### config.mk
export PLATFORM = sky130hd
export DESIGN_NAME = rv_exec_core
export DESIGN_NICKNAME = d
export VERILOG_FILES = /design/src/design/rv_pkg.sv /design/src/design/rv_exec_core.sv /design/src/design/rv_regfile.sv /design/src/design/rv_fifo.sv /design/src/design/rv_csr.sv /design/src/design/rv_exu.sv /design/src/design/rv_idu.sv
export VERILOG_INCLUDE_DIRS = /design/src /design/src/design
export SDC_FILE = /design/constraint.sdc
export NUM_CORES = 2
export LEC_CHECK = 0
export BUFFER_PORTS_ARGS = -buffer_cell sky130_fd_sc_hd__buf_2
export CELL_PAD_IN_SITES_DETAIL_PLACEMENT = 0
export CELL_PAD_IN_SITES_GLOBAL_PLACEMENT = 2
export CORE_MARGIN = 3
export CORE_UTILIZATION = 31
export CTS_CLUSTER_SIZE = 8
export DETAILED_ROUTE_END_ITERATION = 8
export PLACE_DENSITY = 0.63
export SETUP_SLACK_MARGIN = 0.05
export SYNTH_ARGS = -nofsm -noshare
export SYNTH_HDL_FRONTEND = slang
export SYNTH_HIERARCHICAL = 1
export SYNTH_SLANG_ARGS = --single-unit
### constraint.sdc
create_clock -name clock -period 11.99 [get_ports clock]
set_clock_uncertainty 0.1 [all_clocks]
set_input_delay 3.597 -clock clock [delete_from_list [all_inputs] [get_ports clock]]
set_output_delay 3.597 -clock clock [all_outputs]
set_load 0.02 [all_outputs]
### src/design/rv_macros.svh
`ifndef RV_MACROS_SVH
`define RV_MACROS_SVH

// datapath widths
`define RV_XLEN      32
`define RV_BTB_PC_W  25 // low pc bits kept by the btb

// storage sizes
`define RV_NREG      32
`define RV_Q_DEPTH   4

// bit positions in the one-hot class vector
`define RV_INST_LUI   0
`define RV_INST_AUIPC 1
`define RV_INST_JAL   2
`define RV_INST_JALR  3
`define RV_INST_BEQ   4 // all conditional branches
`define RV_INST_LW    5
`define RV_INST_SW    6
`define RV_INST_ADDI  7 // register-immediate alu ops
`define RV_INST_ADD   8 // register-register alu ops
`define RV_INST_CSR   9

`endif
### src/design/rv_pkg.sv
`include "rv_macros.svh"

package rv_pkg;

	typedef logic [`RV_XLEN-1:0]     word_t;
	typedef logic [4:0]              reg_idx_t;
	typedef logic [2:0]              funct3_t;
	typedef logic [`RV_INST_CSR:0]   opcode_class_t; // one-hot
	typedef logic [`RV_BTB_PC_W-1:0] btb_pc_t;

	typedef enum logic [3:0] {
		ALU_ADD,
		ALU_SUB,
		ALU_AND,
		ALU_XOR,
		ALU_OR,
		ALU_SRL,
		ALU_SRA,
		ALU_SLL,
		ALU_LESS,
		ALU_ULESS
	} alu_op_t;

	typedef struct packed {
		reg_idx_t rd;
		word_t    data;
		logic     wen;
	} wb_rec_t;

	typedef struct packed {
		word_t   target;
		btb_pc_t btb_pc;
		logic    btb_update;
	} redirect_rec_t;

endpackage

### src/design/rv_exec_core.sv
module rv_exec_core import rv_pkg::*; (
	input  logic     clock,
	input  logic     rst_n,
	input  logic     inst_valid,
	input  word_t    inst,
	input  word_t    pc,
	input  word_t    dnpc,
	output logic     wb_valid,
	output reg_idx_t wb_rd,
	output word_t    wb_data,
	output logic     redirect_valid,
	output word_t    redirect_target,
	output logic     btb_wvalid,
	output btb_pc_t  btb_pc,
	output logic     lsu_ren,
	output logic     lsu_wen,
	output word_t    lsu_addr
);

	reg_idx_t      rf_raddr1;
	reg_idx_t      rf_raddr2;
	word_t         rf_rdata1;
	word_t         rf_rdata2;
	logic          dec_valid;
	opcode_class_t dec_class;
	reg_idx_t      dec_rd;
	word_t         dec_src1;
	word_t         dec_src2;
	word_t         dec_imm;
	funct3_t       dec_funct3;
	logic          dec_funct7_5;
	word_t         dec_pc;
	word_t         dec_dnpc;
	logic          dec_reg_wen;
	logic          dec_fencei;
	logic [1:0]    dec_csr_addr;
	word_t         csr_val;
	logic          exu_valid;
	reg_idx_t      exu_rd;
	word_t         exu_data;
	logic          exu_wen;
	logic          csr_wen;
	logic [1:0]    csr_waddr;
	word_t         csr_wdata;
	logic          exu_redirect;
	word_t         exu_target;
	btb_pc_t       exu_btb_pc;
	logic          exu_btb_update;
	wb_rec_t       wb_push_rec;
	wb_rec_t       wb_pop_rec;
	logic          wb_pop_valid;
	redirect_rec_t rr_push_rec;
	redirect_rec_t rr_pop_rec;

	assign wb_push_rec     = '{rd: exu_rd, data: exu_data, wen: exu_wen};
	assign rr_push_rec     = '{target: exu_target, btb_pc: exu_btb_pc, btb_update: exu_btb_update};
	assign redirect_target = rr_pop_rec.target;
	assign btb_pc          = rr_pop_rec.btb_pc;
	assign btb_wvalid      = redirect_valid & rr_pop_rec.btb_update;

	rv_idu u_idu (
		.clock(clock), .rst_n(rst_n), .inst_valid(inst_valid), .inst(inst),
		.pc(pc), .dnpc(dnpc), .rf_rdata1(rf_rdata1), .rf_rdata2(rf_rdata2),
		.rf_raddr1(rf_raddr1), .rf_raddr2(rf_raddr2), .dec_valid(dec_valid),
		.opcode_class(dec_class), .rd(dec_rd), .src1(dec_src1), .src2(dec_src2),
		.imm(dec_imm), .funct3(dec_funct3), .funct7_5(dec_funct7_5), .dec_pc(dec_pc),
		.dec_dnpc(dec_dnpc), .reg_wen(dec_reg_wen), .fencei(dec_fencei),
		.csr_addr(dec_csr_addr)
	);

	rv_exu u_exu (
		.clock(clock), .rst_n(rst_n), .dec_valid(dec_valid), .opcode_class(dec_class),
		.rd(dec_rd), .src1(dec_src1), .src2(dec_src2), .imm(dec_imm),
		.funct3(dec_funct3), .funct7_5(dec_funct7_5), .pc(dec_pc), .dnpc(dec_dnpc),
		.reg_wen(dec_reg_wen), .fencei(dec_fencei), .csr_addr(dec_csr_addr),
		.csr_val(csr_val), .exu_valid(exu_valid), .wb_rd(exu_rd), .wb_data(exu_data),
		.wb_wen(exu_wen), .csr_wen(csr_wen), .csr_waddr(csr_waddr), .csr_wdata(csr_wdata),
		.redirect_valid(exu_redirect), .redirect_target(exu_target), .btb_pc(exu_btb_pc),
		.btb_update(exu_btb_update), .lsu_ren(lsu_ren), .lsu_wen(lsu_wen),
		.lsu_addr(lsu_addr)
	);

	rv_csr u_csr (
		.clock(clock), .rst_n(rst_n), .raddr(dec_csr_addr), .wen(csr_wen),
		.waddr(csr_waddr), .wdata(csr_wdata), .rdata(csr_val)
	);

	rv_fifo #(.payload_t(wb_rec_t)) u_wb_q (
		.clock(clock), .rst_n(rst_n), .push(exu_valid), .push_data(wb_push_rec),
		.pop_valid(wb_pop_valid), .pop_data(wb_pop_rec)
	);

	rv_fifo #(.payload_t(redirect_rec_t)) u_redirect_q (
		.clock(clock), .rst_n(rst_n), .push(exu_redirect), .push_data(rr_push_rec),
		.pop_valid(redirect_valid), .pop_data(rr_pop_rec)
	);

	rv_regfile u_regfile (
		.clock(clock), .rst_n(rst_n), .raddr1(rf_raddr1), .raddr2(rf_raddr2),
		.wb_push(wb_pop_valid), .wb_rec(wb_pop_rec), .rdata1(rf_rdata1),
		.rdata2(rf_rdata2), .wb_valid(wb_valid), .wb_rd(wb_rd), .wb_data(wb_data)
	);

endmodule

### src/design/rv_regfile.sv
`include "rv_macros.svh"

module rv_regfile import rv_pkg::*; (
	input  logic     clock,
	input  logic     rst_n,
	input  reg_idx_t raddr1,
	input  reg_idx_t raddr2,
	input  logic     wb_push,
	input  wb_rec_t  wb_rec,
	output word_t    rdata1,
	output word_t    rdata2,
	output logic     wb_valid,
	output reg_idx_t wb_rd,
	output word_t    wb_data
);

	word_t regs [`RV_NREG];
	logic  do_write;

	assign do_write = wb_push & wb_rec.wen & (wb_rec.rd != 5'd0);

	// x0 is cleared at reset and never written
	assign rdata1 = regs[raddr1];
	assign rdata2 = regs[raddr2];

	assign wb_valid = do_write; // same cycle as the array write
	assign wb_rd    = wb_rec.rd;
	assign wb_data  = wb_rec.data;

	always_ff @(posedge clock) begin
		if (!rst_n) begin
			for (int i = 0; i < `RV_NREG; i++) begin
				regs[i] <= '0;
			end
		end else if (do_write) begin
			regs[wb_rec.rd] <= wb_rec.data;
		end
	end

endmodule

### src/design/rv_fifo.sv
`include "rv_macros.svh"

module rv_fifo #(
	parameter type payload_t = logic
) (
	input  logic     clock,
	input  logic     rst_n,
	input  logic     push,
	input  payload_t push_data,
	output logic     pop_valid,
	output payload_t pop_data
);

	localparam int DEPTH = `RV_Q_DEPTH;
	localparam int PTR_W = $clog2(DEPTH);
	localparam int CNT_W = $clog2(DEPTH + 1);

	payload_t         mem [DEPTH];
	logic [PTR_W-1:0] wr_ptr;
	logic [PTR_W-1:0] rd_ptr;
	logic [CNT_W-1:0] count;

	assign pop_valid = (count != '0); // drained every cycle
	assign pop_data  = mem[rd_ptr];

	always_ff @(posedge clock) begin
		if (push) begin
			mem[wr_ptr] <= push_data;
		end
	end

	always_ff @(posedge clock) begin
		if (!rst_n) begin
			wr_ptr <= '0;
			rd_ptr <= '0;
			count  <= '0;
		end else begin
			if (push)
				wr_ptr <= (wr_ptr == PTR_W'(DEPTH - 1)) ? '0 : wr_ptr + 1'b1;
			if (pop_valid)
				rd_ptr <= (rd_ptr == PTR_W'(DEPTH - 1)) ? '0 : rd_ptr + 1'b1;
			case ({push, pop_valid})
				2'b10:   count <= count + 1'b1;
				2'b01:   count <= count - 1'b1;
				default: ; // push and pop cancel
			endcase
		end
	end

endmodule

### src/design/rv_csr.sv
module rv_csr import rv_pkg::*; (
	input  logic       clock,
	input  logic       rst_n,
	input  logic [1:0] raddr,
	input  logic       wen,
	input  logic [1:0] waddr,
	input  word_t      wdata,
	output word_t      rdata
);

	word_t csr_q [4]; // scratch registers

	assign rdata = csr_q[raddr]; // old value, seen by the execute stage

	always_ff @(posedge clock) begin
		if (!rst_n) begin
			for (int i = 0; i < 4; i++) begin
				csr_q[i] <= '0;
			end
		end else if (wen) begin
			csr_q[waddr] <= wdata; // merged value from the execute stage
		end
	end

endmodule

### src/design/rv_exu.sv
`include "rv_macros.svh"

module rv_exu import rv_pkg::*; (
	input  logic          clock,
	input  logic          rst_n,
	input  logic          dec_valid,
	input  opcode_class_t opcode_class,
	input  reg_idx_t      rd,
	input  word_t         src1,
	input  word_t         src2,
	input  word_t         imm,
	input  funct3_t       funct3,
	input  logic          funct7_5,
	input  word_t         pc,
	input  word_t         dnpc,
	input  logic          reg_wen,
	input  logic          fencei,
	input  logic [1:0]    csr_addr,
	input  word_t         csr_val,
	output logic          exu_valid,
	output reg_idx_t      wb_rd,
	output word_t         wb_data,
	output logic          wb_wen,
	output logic          csr_wen,
	output logic [1:0]    csr_waddr,
	output word_t         csr_wdata,
	output logic          redirect_valid,
	output word_t         redirect_target,
	output btb_pc_t       btb_pc,
	output logic          btb_update,
	output logic          lsu_ren,
	output logic          lsu_wen,
	output word_t         lsu_addr
);

	word_t   loperand;
	word_t   roperand;
	word_t   alu_val;
	word_t   snpc;
	word_t   target;
	word_t   val;
	word_t   csr_wdata_c;
	alu_op_t alu_op;
	logic    br_cond;
	logic    jump_en;
	logic    csr_enable;
	logic    need_btb;
	logic    mispredict;

	assign snpc = pc + 32'd4;

	assign loperand = (opcode_class[`RV_INST_AUIPC] | opcode_class[`RV_INST_JAL]
		| opcode_class[`RV_INST_BEQ]) ? pc :
		opcode_class[`RV_INST_LUI] ? '0 : src1;
	assign roperand = opcode_class[`RV_INST_ADD] ? src2 : imm;

	always_comb begin
		alu_op = ALU_ADD; // address and upper-immediate sums
		if (opcode_class[`RV_INST_ADDI] | opcode_class[`RV_INST_ADD]) begin
			case (funct3)
				3'b000: alu_op = (opcode_class[`RV_INST_ADD] & funct7_5) ? ALU_SUB : ALU_ADD;
				3'b001: alu_op = ALU_SLL;
				3'b010: alu_op = ALU_LESS;
				3'b011: alu_op = ALU_ULESS;
				3'b100: alu_op = ALU_XOR;
				3'b101: alu_op = funct7_5 ? ALU_SRA : ALU_SRL;
				3'b110: alu_op = ALU_OR;
				default: alu_op = ALU_AND;
			endcase
		end
	end

	always_comb begin
		case (alu_op)
			ALU_SUB:   alu_val = loperand - roperand;
			ALU_AND:   alu_val = loperand & roperand;
			ALU_XOR:   alu_val = loperand ^ roperand;
			ALU_OR:    alu_val = loperand | roperand;
			ALU_SRL:   alu_val = loperand >> roperand[4:0];
			ALU_SRA:   alu_val = $signed(loperand) >>> roperand[4:0];
			ALU_SLL:   alu_val = loperand << roperand[4:0];
			ALU_LESS:  alu_val = word_t'($signed(loperand) < $signed(roperand));
			ALU_ULESS: alu_val = word_t'(loperand < roperand);
			default:   alu_val = loperand + roperand;
		endcase
	end

	// branch compare always on the two registers
	always_comb begin
		case (funct3)
			3'b000:  br_cond = (src1 == src2);
			3'b001:  br_cond = (src1 != src2);
			3'b100:  br_cond = $signed(src1) < $signed(src2);
			3'b101:  br_cond = $signed(src1) >= $signed(src2);
			3'b110:  br_cond = src1 < src2;
			3'b111:  br_cond = src1 >= src2;
			default: br_cond = 1'b0;
		endcase
	end

	assign jump_en = opcode_class[`RV_INST_JAL] | opcode_class[`RV_INST_JALR]
		| (opcode_class[`RV_INST_BEQ] & br_cond);
	assign target  = !jump_en ? snpc : // fence.i lands here too
		opcode_class[`RV_INST_JALR] ? {alu_val[31:1], 1'b0} : alu_val;

	assign mispredict = (target != dnpc) | fencei;
	assign need_btb   = (opcode_class[`RV_INST_BEQ] & imm[31]) | opcode_class[`RV_INST_JAL];

	assign csr_enable  = opcode_class[`RV_INST_CSR] & (funct3 != 3'b000);
	assign csr_wdata_c = (funct3 == 3'b010) ? (src1 | csr_val) : // csrrs
		(funct3 == 3'b001) ? src1 : '0;                           // csrrw

	assign val = (opcode_class[`RV_INST_JAL] | opcode_class[`RV_INST_JALR]) ? snpc :
		csr_enable ? csr_val : alu_val;

	always_ff @(posedge clock) begin
		if (!rst_n) begin
			exu_valid      <= 1'b0;
			csr_wen        <= 1'b0;
			redirect_valid <= 1'b0;
			lsu_ren        <= 1'b0;
			lsu_wen        <= 1'b0;
		end else begin
			exu_valid      <= dec_valid;
			csr_wen        <= dec_valid & csr_enable;
			redirect_valid <= dec_valid & mispredict;
			lsu_ren        <= dec_valid & opcode_class[`RV_INST_LW];
			lsu_wen        <= dec_valid & opcode_class[`RV_INST_SW];
		end
	end

	always_ff @(posedge clock) begin
		if (dec_valid) begin
			wb_rd           <= rd;
			wb_data         <= val;
			wb_wen          <= reg_wen;
			csr_waddr       <= csr_addr;
			csr_wdata       <= csr_wdata_c;
			redirect_target <= target;
			btb_pc          <= pc[`RV_BTB_PC_W-1:0];
			btb_update      <= need_btb;
			lsu_addr        <= alu_val; // src1 + imm
		end
	end

endmodule

### src/design/rv_idu.sv
`include "rv_macros.svh"

module rv_idu import rv_pkg::*; (
	input  logic          clock,
	input  logic          rst_n,
	input  logic          inst_valid,
	input  word_t         inst,
	input  word_t         pc,
	input  word_t         dnpc,
	input  word_t         rf_rdata1,
	input  word_t         rf_rdata2,
	output reg_idx_t      rf_raddr1,
	output reg_idx_t      rf_raddr2,
	output logic          dec_valid,
	output opcode_class_t opcode_class,
	output reg_idx_t      rd,
	output word_t         src1,
	output word_t         src2,
	output word_t         imm,
	output funct3_t       funct3,
	output logic          funct7_5,
	output word_t         dec_pc,
	output word_t         dec_dnpc,
	output logic          reg_wen,
	output logic          fencei,
	output logic [1:0]    csr_addr
);

	logic [6:0]    opcode;
	opcode_class_t class_c;
	word_t         imm_c;
	logic          wen_c;
	logic          fencei_c;

	assign opcode    = inst[6:0];
	assign rf_raddr1 = inst[19:15]; // rf answers in the same cycle
	assign rf_raddr2 = inst[24:20];

	always_comb begin
		class_c = '0;
		case (opcode)
			7'b0110111: class_c[`RV_INST_LUI]   = 1'b1;
			7'b0010111: class_c[`RV_INST_AUIPC] = 1'b1;
			7'b1101111: class_c[`RV_INST_JAL]   = 1'b1;
			7'b1100111: class_c[`RV_INST_JALR]  = 1'b1;
			7'b1100011: class_c[`RV_INST_BEQ]   = 1'b1;
			7'b0000011: class_c[`RV_INST_LW]    = 1'b1;
			7'b0100011: class_c[`RV_INST_SW]    = 1'b1;
			7'b0010011: class_c[`RV_INST_ADDI]  = 1'b1;
			7'b0110011: class_c[`RV_INST_ADD]   = 1'b1;
			7'b1110011: class_c[`RV_INST_CSR]   = 1'b1;
			default: ; // fence.i and unknown opcodes carry no class
		endcase
	end

	always_comb begin
		imm_c = {{20{inst[31]}}, inst[31:20]}; // i-type
		if (class_c[`RV_INST_SW])
			imm_c = {{20{inst[31]}}, inst[31:25], inst[11:7]};
		else if (class_c[`RV_INST_BEQ])
			imm_c = {{19{inst[31]}}, inst[31], inst[7], inst[30:25], inst[11:8], 1'b0};
		else if (class_c[`RV_INST_LUI] | class_c[`RV_INST_AUIPC])
			imm_c = {inst[31:12], 12'b0};
		else if (class_c[`RV_INST_JAL])
			imm_c = {{11{inst[31]}}, inst[31], inst[19:12], inst[20], inst[30:21], 1'b0};
	end

	assign fencei_c = (opcode == 7'b0001111) & (inst[14:12] == 3'b001);
	assign wen_c    = (|class_c) & ~class_c[`RV_INST_SW] & ~class_c[`RV_INST_BEQ]
		& (inst[11:7] != 5'd0); // x0 never written

	always_ff @(posedge clock) begin
		if (!rst_n) begin
			dec_valid <= 1'b0;
		end else begin
			dec_valid <= inst_valid;
		end
	end

	always_ff @(posedge clock) begin
		if (inst_valid) begin
			opcode_class <= class_c;
			rd           <= inst[11:7];
			src1         <= rf_rdata1;
			src2         <= rf_rdata2;
			imm          <= imm_c;
			funct3       <= inst[14:12];
			funct7_5     <= inst[30];
			dec_pc       <= pc;
			dec_dnpc     <= dnpc;
			reg_wen      <= wen_c;
			fencei       <= fencei_c;
			csr_addr     <= inst[21:20]; // four scratch csrs
		end
	end

endmodule

### Yosys cells after proc, flatten, opt, wreduce, memory -nomap -nowiden

Memory sizes are Yosys's and may differ from the RTL's. A register that Yosys moved wholly into a read port is not among the register bits.
Index checks and enable logic that the tools add are counted.

| operators by class | value |
|---|---|
| order comparisons | 6 |
| bitwise logic cells | 29 |
| multiply operators | 0 |
| add/sub/neg operators | 11 |
| div/mod/pow operators | 0 |
| equal/unequal tests | 39 |
| mux-type cells | 57 |
| shift operators | 3 |
| reductions and logical operators | 11 |

Operator list:

| operator | count |
|---|---|
| $mux W32 | 10 |
| $pmux W32 S9 | 1 |
| $lt A32 B32 Y1 | 4 |
| $mux W31 | 3 |
| $ge A32 B32 Y1 | 2 |
| $ne A32 B32 Y1 | 2 |
| $or A32 B32 Y32 | 2 |
| $reduce_or A32 Y1 | 2 |
| $add A32 B3 Y32 const B | 1 |
| $add A32 B32 Y32 | 1 |
| $and A32 B32 Y32 | 1 |
| $eq A32 B32 Y1 | 1 |
| $shl A32 B5 Y32 | 1 |
| $shr A32 B5 Y32 | 1 |
| $sshr A32 B5 Y32 | 1 |
| $sub A32 B32 Y32 | 1 |
| $xor A32 B32 Y32 | 1 |
| $eq A7 B7 Y1 const B | 4 |
| $pmux W4 S7 | 1 |
| $mux W1 | 25 |
| $mux W2 | 11 |
| $eq A7 B6 Y1 const B | 3 |
| $mux W20 | 1 |
| $eq A4 B3 Y1 const B | 4 |
| other kinds (26) | 72 |

| storage, ports and cells | value |
|---|---|
| flip-flop bits (word level) | 301 |
| bits in latches | 0 |
| memory bits (read-only) | 0 |
| memories kept | 4 |
| word-level logic and storage cells | 191 |
| output and inout port bits | 131 |
| input port bits | 99 |
| memory bits (writable) | 1536 |

Memory list:

| name | depth | width | rd ports | clocked after Yosys merged registers in | wr ports | RTL line | RTL |
|---|---|---|---|---|---|---|---|
| u_regfile.regs | 32 | 32 | 2 | 2 | 32 | rv_regfile.sv:17 | `` word_t regs [`RV_NREG]; `` |
| u_redirect_q.mem | 4 | 58 | 1 | 1 | 1 | rv_fifo.sv:18 | `payload_t mem [DEPTH];` |
| u_wb_q.mem | 4 | 38 | 1 | 1 | 1 | rv_fifo.sv:18 |  |
| u_csr.csr_q | 4 | 32 | 1 | 1 | 4 | rv_csr.sv:11 | `word_t csr_q [4];` |

### Depth between registers and ports, before layout

| logic depth | value |
|---|---|
| depth in word-level cells | 11 |
| gate-level depth with buffers | 23 |
| depth with buffers taken out | 18 |

### Cells and area by module

Netlist, hierarchy kept.

By module, submodules not included:

| module | seq. area each (µm²) | times used | cells each | area each (µm²) |
|---|---|---|---|---|
| rv_regfile | 30749.5 | 1 | 4657 | 56499.2 |
| rv_exu | 4964.8 | 1 | 2468 | 20012.9 |
| rv_fifo (u_redirect_q) | 7146.9 | 1 | 350 | 8851.0 |
| rv_idu | 5515.3 | 1 | 286 | 6263.5 |
| rv_fifo (u_wb_q) | 4744.6 | 1 | 245 | 5955.7 |
| rv_csr | 3843.7 | 1 | 323 | 5609.1 |
| rv_exec_core | 0.0 | 1 | 1 | 6.3 |

### Least setup slack after synthesis

OpenSTA, ideal clock, no wires.

| timing path | value |
|---|---|
| kind | in2reg |
| start point | input port rst_n |
| end point | memory u_regfile/regs[24][0] in the netlist's numbering (enable) |
| stages on the path | 5 |
| library setup time | 466 ps |
| path buffers | 1 |
| data required time | 11424 ps |
| arrival | 6686 ps |
| setup slack | 4738 ps |
| path through | inv_2 -> nor2_8 -> nand2_4 -> buf_2 -> o21ai_0 |

RTL lines:

| element | RTL line | RTL |
|---|---|---|
| start, declared | rv_exec_core.sv:3 | `input logic rst_n,` |
| end, declared | rv_regfile.sv:17 |  |

### Worst setup path after layout

| timing path | value |
|---|---|
| start point | register u_idu.opcode_class[2] |
| end point | register u_exu.redirect_valid |

| between the ends | value |
|---|---|
| elaborated cells on any way between the ends | 21 |
| classes of those cells | add/sub: 2; order compare: 2; eq/ne: 1; shift: 3; mux: 4; bitwise: 9 |

RTL lines:

| element | RTL line | RTL |
|---|---|---|
| start, declared | rv_idu.sv:15 | `output opcode_class_t opcode_class,` |
| start signal, assigned | rv_idu.sv:82 | `opcode_class <= class_c;` |
| $or A1 B1 Y1 (2 in series) | rv_exu.sv:52 | `` assign loperand = (opcode_class[`RV_INST_AUIPC] \| opcode_class[`RV_INST_JAL] `` |
| $mux W32 | rv_exu.sv:52 |  |
| $add A32 B32 Y32 (tied with other cells) | rv_exu.sv:84 | `default: alu_val = loperand + roperand;` |
| $pmux W32 S9 | rv_exu.sv:74 | `case (alu_op)` |
| $mux W32 (*) | rv_exu.sv:103 | `assign target = !jump_en ? snpc :` |
| via u_exu.target[25] | rv_exu.sv:40 | `word_t target;` |
| $ne A32 B32 Y1 (*) | rv_exu.sv:106 | `assign mispredict = (target != dnpc) \| fencei;` |
| $or A1 B1 Y1 (*) | rv_exu.sv:106 |  |
| $and A1 B1 Y1 (*) | rv_exu.sv:126 | `redirect_valid <= dec_valid & mispredict;` |
| end signal, assigned | rv_exu.sv:126 |  |
| end, declared | rv_exu.sv:27 | `output logic redirect_valid,` |

Mark *: on every way through the listed nets, which the timed path passes. The rest lies on a longest branch.
A chain may end at the register's enable or synchronous reset.

==> reports/summary.txt <==
Setup ws final - 3750 ps
DP Worst Slack - 4020 ps
Max-slew violations - 0
Worst r2r src - u_idu/opcode_class[2]
Worst hold path type - flop to flop
Critical path startpoint category - flop
Worst hold path stage count - 0
GR Util All Layers - 25.1%
Cell Chain, Critical Path - nor3_2, mux2_2, ha_1, nor3b_1, a21boi_0, o2111ai_1, o211a_1, o31a_1, a221o_1, a221oi_1, mux2i_1, xnor2_1, nand2_1, or4b_1, nor4_1, nor2_1
Syn-to-layout area delta - 12.9%
FMAX - 121 MHz
Post-synth EDFFs - 1881
Reg2reg setup slack - 3750 ps
Largest delay share family, worst path - compound AO/OA/AOI/OAI gates
Hold Violations, Final - 0
Number of DRC markers in iteration 0 - 7496
Global-route wire length before repair - 603 mm
CTS tree - done
Number of synthesized register bits - 1905
Post-synth ARST share - 0%
Data arrival, critical path - 8850 ps
Final min period - 8240 ps
RSZ-0062 raised after global routing - false
Setup TNS - 0 ps
CTS root buf - clkbuf_16
Critical path data required time - 12600 ps
Most common cell after layout, fill and taps aside - edfxtp_1
Multi-input logic area - 42200 µm²
Total core area - 331000 µm²
Via density - 5.68
IO Count - 230
TritonRoute pass-1 iters - 6
Drc violations - 0
Min Hold Slack - 325 ps
Largest net degree at the start of global routing - 123
Synth Area per Inst - 12.4 µm²
Crit Path Max Fanout - 26
Pwr Density - 170 nW/µm²
Register area - 57000 µm²
Slew of the pin with the lowest slew margin - 1460 ps
Synth cell types - 127
Reg clk slew, reported paths - 60 ps
Gates resized, CTS repair - 0
Critical path type - flop to flop
Max_cap viols - 1
Max incr delay on CP - 1210 ps
Share of cells above drive strength 1 - 14.1%
Postcts setup bufs - 0
Clock sinks - 1905
Initial antenna violation count - 28
Primary FF master, synth - edfxtp_1
Worst Hold Path EP - u_exu/wb_rd[1]
Number of buffers added on ports - 229
Starting Density - 31.2%
Final setup violation count - 0
Row count - 211
Peak supply drop - 0.0988 mV
Post-synthesis sequential area ratio - 55.2%
Failing checks - max-capacitance violations
Max-slew headroom - 1.03%
Die Ht - 583 µm
Remaining Overflow, GRT - 0
Final period util - 68.7%
Hold wc startpoint - u_idu/rd[1]
Max H-tree Level - 5
Syn Inst Count - 8330
Most frequent cells in the layout - edfxtp_1, and2_1, mux2i_1
Crit path max-delay cell type - nor3_2
Fillers - 32153
Final #Nets - 8647
Routability congestion estimate - 0.968
Buf/Inv on CP - 0
Post-Syn Area - 103000 µm²
Die Area - 340000 µm²
CTS Buf Count - 278
Worst R2R Path Depth - 16
Vias in the first global route - 71894
Worst R2R End - u_exu/redirect_valid
CP endpoint kind - flop
HPWL after DPL - 293 mm
Clk_lat worst skew - 890 ps
Ys Warns - 6
Final WL - 441 mm
Hold_buf cts - 0
Max Root-Sink Buffers - 4
Status - finished, violations left
Vias post-DR - 73230
Die Width - 583 µm
P_leak - 43.7 nW
Post-DRT Antenna Nets - 0
Wire length per cell - 34.2 µm
-- stage by stage --
stage	power (mW)	cell area, µm²	std cells	util, %
finish	19.8	116000	12884	35.2
global route	20.4	116000	12846	35.2
CTS	19.9	116000	12843	35.2
detailed placement	12.7	109000	12488	32.9
global placement	12.7	109000	12488	32.9
floorplan	10.7	103000	8361	-
-- routing by layer --
| metal | GRT usage, % | vias to the layer above | wire length (µm) |
|---|---|---|---|
| met5 | 0 | - | 34 |
| met4 | 11.0 | 6 | 21200 |
| met3 | 3.82 | 693 | 28700 |
| met2 | 39.8 | 3040 | 201000 |
| met1 | 34.1 | 37993 | 189000 |
| li1 | - | 31498 | - |
-- final cells by class --
type                    instances  share of cell area (%)
diodes                         41                  0.0881
clock buffers                 330                    6.28
inverters                     187                   0.604
repair buffers                494                    2.85
flip-flops and latches       1905                    48.9
multi-input cells            5536                    36.3
well taps                    4366                    4.69
clock inverters                25                   0.286
-- kinds of logic after synthesis --
| logic type | Yosys count | synth area share, % |
|---|---|---|
| AO/OA/AOI/OAI | 1564 | 10.6 |
| buffers and inverters | 920 | 4.50 |
| other | 1 | 0.00363 |
| AND/OR/NAND/NOR | 2466 | 13.3 |
| adder cells (fa/ha/maj) | 146 | 1.80 |
| multiplexers | 1261 | 14.1 |
| XOR/XNOR | 67 | 0.569 |
| flip-flops | 1905 | 55.2 |
-- sequential cells by signal, summed over array words and instances (netlist names), 3 cells and up, named ones only --
signal                 cells
u_regfile/regs          1024
u_redirect_q/mem         232
u_wb_q/mem               152
u_csr/csr_q              128
u_exu/csr_wdata           32
u_exu/lsu_addr            32
u_exu/redirect_target     32
u_exu/wb_data             32
u_idu/dec_dnpc            32
u_idu/dec_pc              32
u_idu/imm                 32
u_idu/src1                32
u_idu/src2                32
u_exu/btb_pc              25
u_idu/opcode_class        10
u_exu/wb_rd                5
u_idu/rd                   5
u_idu/funct3               3
u_redirect_q/count         3
u_wb_q/count               3
-- cells in the mapped netlist, types with 29 or more instances --
master        n  area (µm²)
o22ai_1      57         357
nor3_1      128         641
o31ai_1      35         263
a31oi_1      99         619
edfxtp_1   1881       56500
buf_6        42         473
and3_1       91         569
a21o_1       29         218
o21ai_0     182         911
clkbuf_2     45         225
nand2b_1     54         338
a211oi_1     33         248
mux4_2      140        3150
nor2b_1      43         269
ha_1        142        1780
buf_2       154         771
and2_1     1083        6780
buf_4       130         976
nand3_1     271        1360
clkbuf_1    309        1160
nor2_1      227         852
xnor2_1      42         368
buf_1        43         161
o211ai_1     89         668
mux2i_1    1066       10700
nand2_1     399        1500
a22o_1      167        1460
a22oi_1     212        1590
o2111ai_1    29         254
a21oi_1     356        1780
mux2_2       40         450
inv_1       179         672
-- report_power, final --
part           internal, mW  switching [mW]  leakage (nW)
combinational          1.25            3.31          21.1
clock                  4.27            2.90          3.73
sequential             7.73           0.298          18.9
-- worst max path at each step --
stage                          start                    end  slack [ps]  cells past startpoint
6_report       u_idu/opcode_class[2]   u_exu/redirect_valid        3750                     16
5_1_grt        u_idu/opcode_class[2]   u_exu/redirect_valid        3470                     16
4_1_cts        u_idu/opcode_class[2]   u_exu/redirect_valid        3950                     16
3_5_place_dp   u_idu/opcode_class[2]   u_exu/redirect_valid        4020                     16
3_3_place_gp   u_idu/opcode_class[2]   u_exu/redirect_valid        4000                     16
2_1_floorplan                  rst_n  u_regfile/regs[24][0]        4740                      5
(Power assumes the default switching activity.)
